### src/logic/playback_streamer.sv
/*
 cyclic byte address generator. PLAYBACK_BYTES must fit in ADDR_WIDTH+2 bits.
 stream_start lines up with the memory's one-cycle read latency
*/
module playback_streamer #(
	parameter int PLAYBACK_BYTES = 16384,
	parameter int ADDR_WIDTH = 14
) (
	input logic clock,
	input logic reset125,
	input logic sync_in, // restart request
	output logic [ADDR_WIDTH+1:0] byte_address,
	output logic stream_start
);
	localparam logic [ADDR_WIDTH+1:0] LAST_BYTE = (ADDR_WIDTH + 2)'(PLAYBACK_BYTES - 1);

	logic sync_q;
	logic wrap;

	// ------------------------------------------------------------
	// address counter
	// ------------------------------------------------------------
	assign wrap = sync_q || (byte_address == LAST_BYTE);

	always_ff @(posedge clock) begin
		if (reset125) begin
			sync_q <= 1'b0;
			byte_address <= '0; // held at frame start
		end else begin
			sync_q <= sync_in;
			if (wrap) begin
				byte_address <= '0;
			end else begin
				byte_address <= byte_address + 1'b1;
			end
		end
	end

	// ------------------------------------------------------------
	// frame start marker
	// ------------------------------------------------------------
	// byte 0 leaves the memory one cycle after its address
	always_ff @(posedge clock) begin
		if (reset125) begin
			stream_start <= 1'b0;
		end else begin
			stream_start <= (byte_address == '0);
		end
	end

endmodule

### config.mk
export PLATFORM = sky130hd
export DESIGN_NAME = playback_streamer
export DESIGN_NICKNAME = d
export VERILOG_FILES = /design/src/logic/playback_streamer.sv
export SDC_FILE = /design/constraint.sdc
export NUM_CORES = 1
export LEC_CHECK = 0
export BUFFER_PORTS_ARGS = -buffer_cell sky130_fd_sc_hd__buf_2
export CORE_MARGIN = 5
export CORE_UTILIZATION = 46
export CTS_CLUSTER_SIZE = 24
export DETAILED_ROUTE_END_ITERATION = 12
export PLACE_DENSITY = 0.73
export SETUP_SLACK_MARGIN = 0.1
export SLEW_MARGIN = 20
export SYNTH_ARGS = -nofsm -noshare
export SYNTH_HDL_FRONTEND = slang
export SYNTH_SLANG_ARGS = --single-unit
### constraint.sdc
create_clock -name clock -period 1.6 [get_ports clock]
set_input_delay 0.24 -clock clock [delete_from_list [all_inputs] [get_ports clock]]
set_output_delay 0.24 -clock clock [all_outputs]
set_load 0.01 [all_outputs]
Word level (Yosys, flattened, before mapping)
Cells that the tools add are included.

Output and inout port bits: 17. Logic and storage cells: 8. Bits in registers: 18.

Reductions and logical operators: 3. $add $sub $neg: 1. Eq/ne operators: 1.

Operators by type and width (number): $add 16x1->16 const B (1); $eq 16x14->1 const B (1); $logic_not 16->1 (1); $reduce_or 2->1 (1); $logic_or 1x1->1 (1).

Depth between registers and ports, before layout
Gate-level depths: netlist of the first run.

Word-level depth: 3. Gate-level depth with buffers: 6.

Worst setup path before layout of the first run
No wires, ideal clock.

Path type: register -> register. Start point: reg byte_address[0]. End point: reg byte_address[9]. Stages on the path, launching flop included: 7. Period minus slack after synthesis: 1.658 ns. Path slack: -0.058 ns. Arrival: 1.543 ns. Buffers on the path: 1. Setup time: 0.115 ns. Required time: 1.485 ns. Path through: dfxtp_1 > ha_1 > nand3_2 > nor4_4 > a211o_4 > buf_12 > nor2_2.

Longest elaborated chain between the ends: 3. Elaborated cells on any way between the ends: 4. Classes of those cells: add/sub (1); eq/ne (1); reduce/logical (2).

Ends and longest elaborated chain: from (decl) (RTL line 12) `output logic [ADDR_WIDTH+1:0] byte_address,`; from (signal assigned) (RTL line 34) `byte_address <= byte_address + 1'b1;`; branches (longest 3 deep; another with $add 16x1->16).

Several ways; the timed one is not identified. A chain may end at the register's enable or synchronous reset.

Final worst setup path of the first run
Start point: reg byte_address[4]. End point: reg byte_address[14].

The elaborated chain is that of the path after synthesis.

==> flow_metrics.py, run 1 <==
metrics = {
    "run_status": {
        "outcome": "completed",
    },
    "critical_path": {
        "crit_path_max_fanout": 8,
        "critPathArrivalTime_ns": 1.61,
        "ff2ff_path_depth": 5,
        "path_cells": "nand4_4 > nor4_4 > buf_4 > xnor2_1 > nor2_2",
        "worst_setup_path_start_kind": "flop",
        "critical_path_class": "reg2reg",
        "cp_slowest_cell": "dfxtp_2",
        "critPathCaptureType": "flop",
        "critical_path_required_ns": 1.78,
        "cpPeakStageDelay_ns": 0.40,
    },
    "route": {
        "drcViolationCount": 0,
        "ant_nets": 0,
        "drt_iter0_markers": 16,
        "drtPass1Iterations": 6,
        "num_vias": 734,
        "drt-vias-per-instance": 5.21,
        "wire_per_inst_um": 13.1,
        "wirelength_um": 1850,
    },
    "logic_synthesis": {
        "ys.flop_type": "dfxtp_1",
        "yosysTopAreaCell": "dfxtp_1",
        "syn_area_per_cell_um2": 9.87,
        "synthesis.nets": 92,
        "synth_cell_types": 20,
        "synth_area_um2": 858,
        "synth_edf_count": 0,
        "yosysSeqAreaShare": 0.420,
        "ys_top_cells_by_area": "dfxtp_1 42%, xnor2_1 13%, nor2_2 7.3%",
        "yosysMostFrequentCell": "dfxtp_1",
        "synthArstFlopShare": 0,
        "synthTopCellsByCount": "18 x dfxtp_1, 13 x xnor2_1, 11 x nor2_1",
        "synth_top_area_share": 0.420,
        "synthCells": 87,
        "synth-seq-cells": 18,
        "synth_warnings": 0,
    },
    "global_routing": {
        "grt_pass1_wl_um": 2930,
        "grt_max_degree": 10,
        "grt_pass1_vias": 681,
        "antenna_found_initial": 0,
        "track_usage": 0.143,
        "grt_overflow": 0,
    },
    "timing": {
        "fmax_mhz": 702,
        "worst_pin_slew_ns": 0.306,
        "setup_viol": 0,
        "finalHoldViolations": 0,
        "setup_tns_ns": 0,
        "hold_ws_ns": 0.165,
        "max_slew_margin": 0.793,
        "maxSlewViolCount": 0,
        "rsz0062_at_grt": "no",
        "min_period_ns": 1.42,
        "fin_crit_sh": 0.890,
        "finClkSkew_ns": 0.00171,
    },
    "clock_network": {
        "cts_made_buffers": 3,
        "clk_latency_ns": 0.28,
        "htreeDepth": 1,
        "cts_tree": "yes",
        "cts_root_buffer": "clkbuf_4",
        "clk_pin_slew_worst_paths_ns": 0.09,
        "clkSinkCount": 18,
        "hold_buffers": 0,
        "clock_path_buffers": 2,
    },
    "die": {
        "dieArea_mm2": 0.00283,
        "fp.dieH_um": 53.2,
        "io_pins": 20,
        "die_w_um": 53.2,
        "coreArea_mm2": 0.00175,
        "start_util": 0.492,
        "row_count": 15,
    },
    "cells_and_area": {
        "syn_to_final_growth_pct": 26.7,
        "num_antenna_cells": 0,
        "layout-drive-gt1-share": 0.448,
        "nets": 123,
        "fill_cells": 159,
    },
    "power_and_ir_drop": {
        "power.leakage_nw": 0.439,
        "p_per_area_mw_per_mm2": 681,
        "p_total_uw": 741,
        "ir_drop_v": 0.000387,
    },
    "placement": {
        "io_buffers": 19,
        "hpwl_um": 1240,
        "place.gp.congestion": 0.824,
    },
    "flow_run": {
        "drv_cap": 0,
    },
    "worst_hold_path": {
        "min_path_cells": 2,
        "hp-class": "in2reg",
    },
}
==> cells in the final DEF, fill, tap and decap left out <==
master     n
nor3_1     4
nor4_4     1
a211o_4    2
nand4_4    2
inv_1      6
buf_4      7
nand3_4    1
nand2_1    3
nor2_2    10
dfxtp_4    1
ha_1       1
buf_2     19
ha_4       1
nor2b_1    1
nand4_1    1
nand3_1    4
nor4_1     5
nor2_1    11
xor2_1     1
and4_1     1
clkbuf_4   3
nor4b_1    1
xnor2_1   13
dfxtp_2    5
dfxtp_1   12
==> where the power goes <==
| group | total (mW) | leakage (nW) | internal [mW] | switching (mW) |
|---|---|---|---|---|
| clock network | 0.214 | 0.0138 | 0.0873 | 0.127 |
| registers | 0.466 | 0.149 | 0.457 | 0.00894 |
| logic | 0.0612 | 0.276 | 0.0296 | 0.0316 |
| total | 0.741 | 0.439 | 0.574 | 0.167 |
==> repair_timing <==
item	CTS	global route
setup endpoints to repair	16	16
resized for setup	3	7
pin swaps	1	3
buffers inserted	0	4
gates cloned	1	0
==> cell type report <==
type,instances,area [um^2],area share
clock buffers,3,22.5,0.0207
inverters,6,22.5,0.0207
multi-input cells,63,493,0.453
flip-flops and latches,18,370,0.341
well taps,25,31.3,0.0288
repair buffers,26,148,0.136
==> cell families (layout without fill, tap and decap cells) <==
kind of cell,Yosys count,after routing,synth area share
xor+xnor,14,14,0.143
buf+inv,7,35,0.0496
fa+ha+maj,2,2,0.0291
simple gates,45,45,0.338
compound gates,1,2,0.0204
flops,18,18,0.420
==> worst max-delay path: cells and delay by family (launching register included) <==
kind	cells	cell delay, ns
XOR/XNOR	1	0.13
AND/OR/NAND/NOR	3	0.62
buffers and inverters	1	0.17
flip-flops	1	0.40
==> flip-flops by register name, indices dropped and copies added (netlist names) <==
name / count
byte_address: 16
stream_start: 1
sync_q: 1
==> metrics by stage <==
step | worst slack [ns] | instance area, um^2 | cells | util
6_report | 0.176 | 1090 | 141 | 0.623
3_3_place_gp | 0.101 | 988 | 133 | 0.566
3_5_place_dp | 0.0730 | 988 | 133 | 0.566
4_1_cts | 0.104 | 1030 | 137 | 0.591
2_1_floorplan | 0.112 | 860 | 87 | -
5_1_grt | 0.102 | 1090 | 141 | 0.623
==> worst paths after layout <==
| check | start | endpoint | slack [ns] |
|---|---|---|---|
| hold reg to reg | byte_address[0] | byte_address[0] | 0.56 |
| setup / recovery | byte_address[4] | byte_address[14] | 0.18 |
| hold / removal | sync_in | sync_q | 0.16 |
| setup reg to reg | byte_address[4] | byte_address[14] | 0.18 |
==> per-layer routing <==
layer	up-vias	part of all wire	GRT usage
met3	2	0.050	0.0338
met2	21	0.49	0.233
met5	-	0	0
met1	355	0.45	0.165
li1	356	-	-
met4	0	0.0092	0.0894
Note: power is estimated with default switching activity, not from simulation.
==> run 2: changes to the inputs <==
CORE_UTILIZATION = 35   (was 46)
PLACE_DENSITY = unset   (was 0.73)
==> flow_metrics.py, run 2 (same netlist as run 1, synthesis figures left out) <==
metrics = {
    "placement": {
        "hpwl_um": 1340,
        "place_inst": 143,
        "place.gp.congestion": 0.759,
        "io_buffers": 19,
        "dp_slack_ns": 0.0556,
    },
    "critical_path": {
        "critical_path_required_ns": 1.80,
        "worst_setup_path_start_kind": "flop",
        "critical_path_class": "reg2reg",
        "critPathArrivalTime_ns": 1.63,
        "path_cells": "nand4_4 > nor4_4 > buf_4 > xnor2_1 > nor2_2",
        "cpPeakStageDelay_ns": 0.40,
        "crit_family": "simple AND/OR/NAND/NOR gates",
        "cp_slowest_cell": "dfxtp_2",
        "crit_path_max_fanout": 8,
        "cp_num_buf_inv": 1,
        "critPathCaptureType": "flop",
    },
    "cells_and_area": {
        "largest_register_ffs": 16,
        "top_regs": "byte_address (16), stream_start (1), sync_q (1)",
        "layout-drive-gt1-share": 0.463,
        "fin_cells": 151,
        "num_antenna_cells": 0,
        "top_register": "byte_address",
        "layout_commonest_cell": "buf_2",
        "syn_to_final_growth_pct": 30.8,
        "final_cell_mix": "19 x buf_2, 13 x xnor2_1, 13 x dfxtp_1, 11 x nor2_1, 11 x buf_4",
        "nets": 127,
        "fill_cells": 256,
    },
    "die": {
        "fp.dieH_um": 59.5,
        "coreArea_mm2": 0.00241,
        "row_count": 18,
        "start_util": 0.356,
        "dieArea_mm2": 0.00354,
        "die_w_um": 59.5,
        "io_pins": 20,
    },
    "timing": {
        "fin_crit_sh": 0.892,
        "setup_viol": 0,
        "maxSlewViolCount": 0,
        "fmax_mhz": 701,
        "finClkSkew_ns": 0.00110,
        "setup_ws_ns": 0.173,
        "hold_ws_ns": 0.143,
        "max_slew_margin": 0.781,
        "rsz0062_at_grt": "yes",
        "worst_pin_slew_ns": 0.326,
        "setup_tns_ns": 0,
        "min_period_ns": 1.43,
        "finalHoldViolations": 0,
    },
    "run_status": {
        "outcome": "completed",
    },
    "global_routing": {
        "grt_overflow": 0,
        "antenna_found_initial": 0,
        "grt_pass1_vias": 704,
        "track_usage": 0.126,
        "grt_max_degree": 11,
        "grt_pass1_wl_um": 3250,
    },
    "clock_network": {
        "cts_tree": "yes",
        "clk_pin_slew_worst_paths_ns": 0.10,
        "htreeDepth": 1,
        "cts_made_buffers": 3,
        "clock_path_buffers": 2,
        "clk_latency_ns": 0.30,
        "clkSinkCount": 18,
        "cts_root_buffer": "clkbuf_4",
    },
    "route": {
        "wire_per_inst_um": 12.6,
        "drt_iter0_markers": 4,
        "wirelength_um": 1900,
        "ant_nets": 0,
        "num_vias": 725,
        "drt-vias-per-instance": 4.80,
        "drtPass1Iterations": 6,
        "drcViolationCount": 0,
    },
    "power_and_ir_drop": {
        "p_seq_frac": 0.587,
        "ir_drop_v": 0.000463,
        "p_per_area_mw_per_mm2": 707,
        "p_int_uw": 618,
        "p_sw_frac": 0.222,
        "p_comb_frac": 0.064,
        "power.leakage_nw": 0.466,
        "switching_power_uw": 176,
        "power.share.clock": 0.350,
    },
    "worst_hold_path": {
        "hp-class": "in2reg",
    },
    "flow_run": {
        "drv_cap": 0,
    },
}
==> run 2: changes by cell type in the layout (fill, tap and decap cells not counted) <==
cell / delta
ha_4: -1
nand3_2: +1
dfxtp_1: +1
ha_1: +1
dfxtp_2: -1
clkbuf_8: +1
buf_4: +4
nand3_4: -1
nor4_2: +1
nor4_1: -1
==> run 2: metrics by stage <==
stage	instance area, um^2	utilization	total power, mW
detailed placement	1030	0.428	0.522
global placement	1030	0.428	0.520
CTS	1100	0.458	0.803
floorplan	860	-	0.511
global route	1120	0.466	0.831
finish	1120	0.466	0.794
==> run 2: path summary, 6_finish.rpt <==
kind,from,end,slack (ns),cells past startpoint
max reg2reg,byte_address[6],byte_address[14],0.17,5
max,byte_address[6],byte_address[14],0.17,5
min reg2reg,byte_address[0],byte_address[0],0.45,1
min,sync_in,sync_q,0.14,2
==> run 2: per-layer routing <==
layer / wire, um / vias to the layer above / track usage
met3: 137 / 8 / 0.0501
li1: - / 365 / -
met4: 69 / 0 / 0.0759
met2: 817 / 23 / 0.179
met5: 0 / - / 0
met1: 878 / 329 / 0.157
==> run 2: final cells by class <==
class	instances	area (um^2)	share of cell area
inverter	6	22.5	0.0201
multi-input combinational	63	479	0.427
clock buffer	4	36.3	0.0323
tap	30	37.5	0.0334
sequential	18	369	0.329
timing repair buffer	30	178	0.158
==> run 2: what timing repair did <==
action,in CTS,in global routing
resized for setup,3,4
cloned,1,0
pin swaps,3,2
buffers inserted,2,1
hold buffers,0,0
hold endpoints to repair,0,0
setup endpoints to repair,16,16
==> run 2: worst reg2reg max path, stage by stage (launching register included) <==
cell	delay, ns
dfxtp_2	0.40
nand4_4	0.19
nor4_4	0.40
buf_4	0.18
xnor2_1	0.12
nor2_2	0.04
==> run 2: power by group through the flow <==
| stage | registers (mW) | clock network [mW] | logic, mW |
|---|---|---|---|
| 3_5_place_dp | 0.475 | 0 | 0.0464 |
| 2_1_floorplan | 0.478 | 0 | 0.0328 |
| 4_1_cts | 0.465 | 0.287 | 0.0508 |
| 5_1_grt | 0.468 | 0.308 | 0.0556 |
| 3_3_place_gp | 0.474 | 0 | 0.0451 |
| 6_report | 0.466 | 0.278 | 0.0505 |
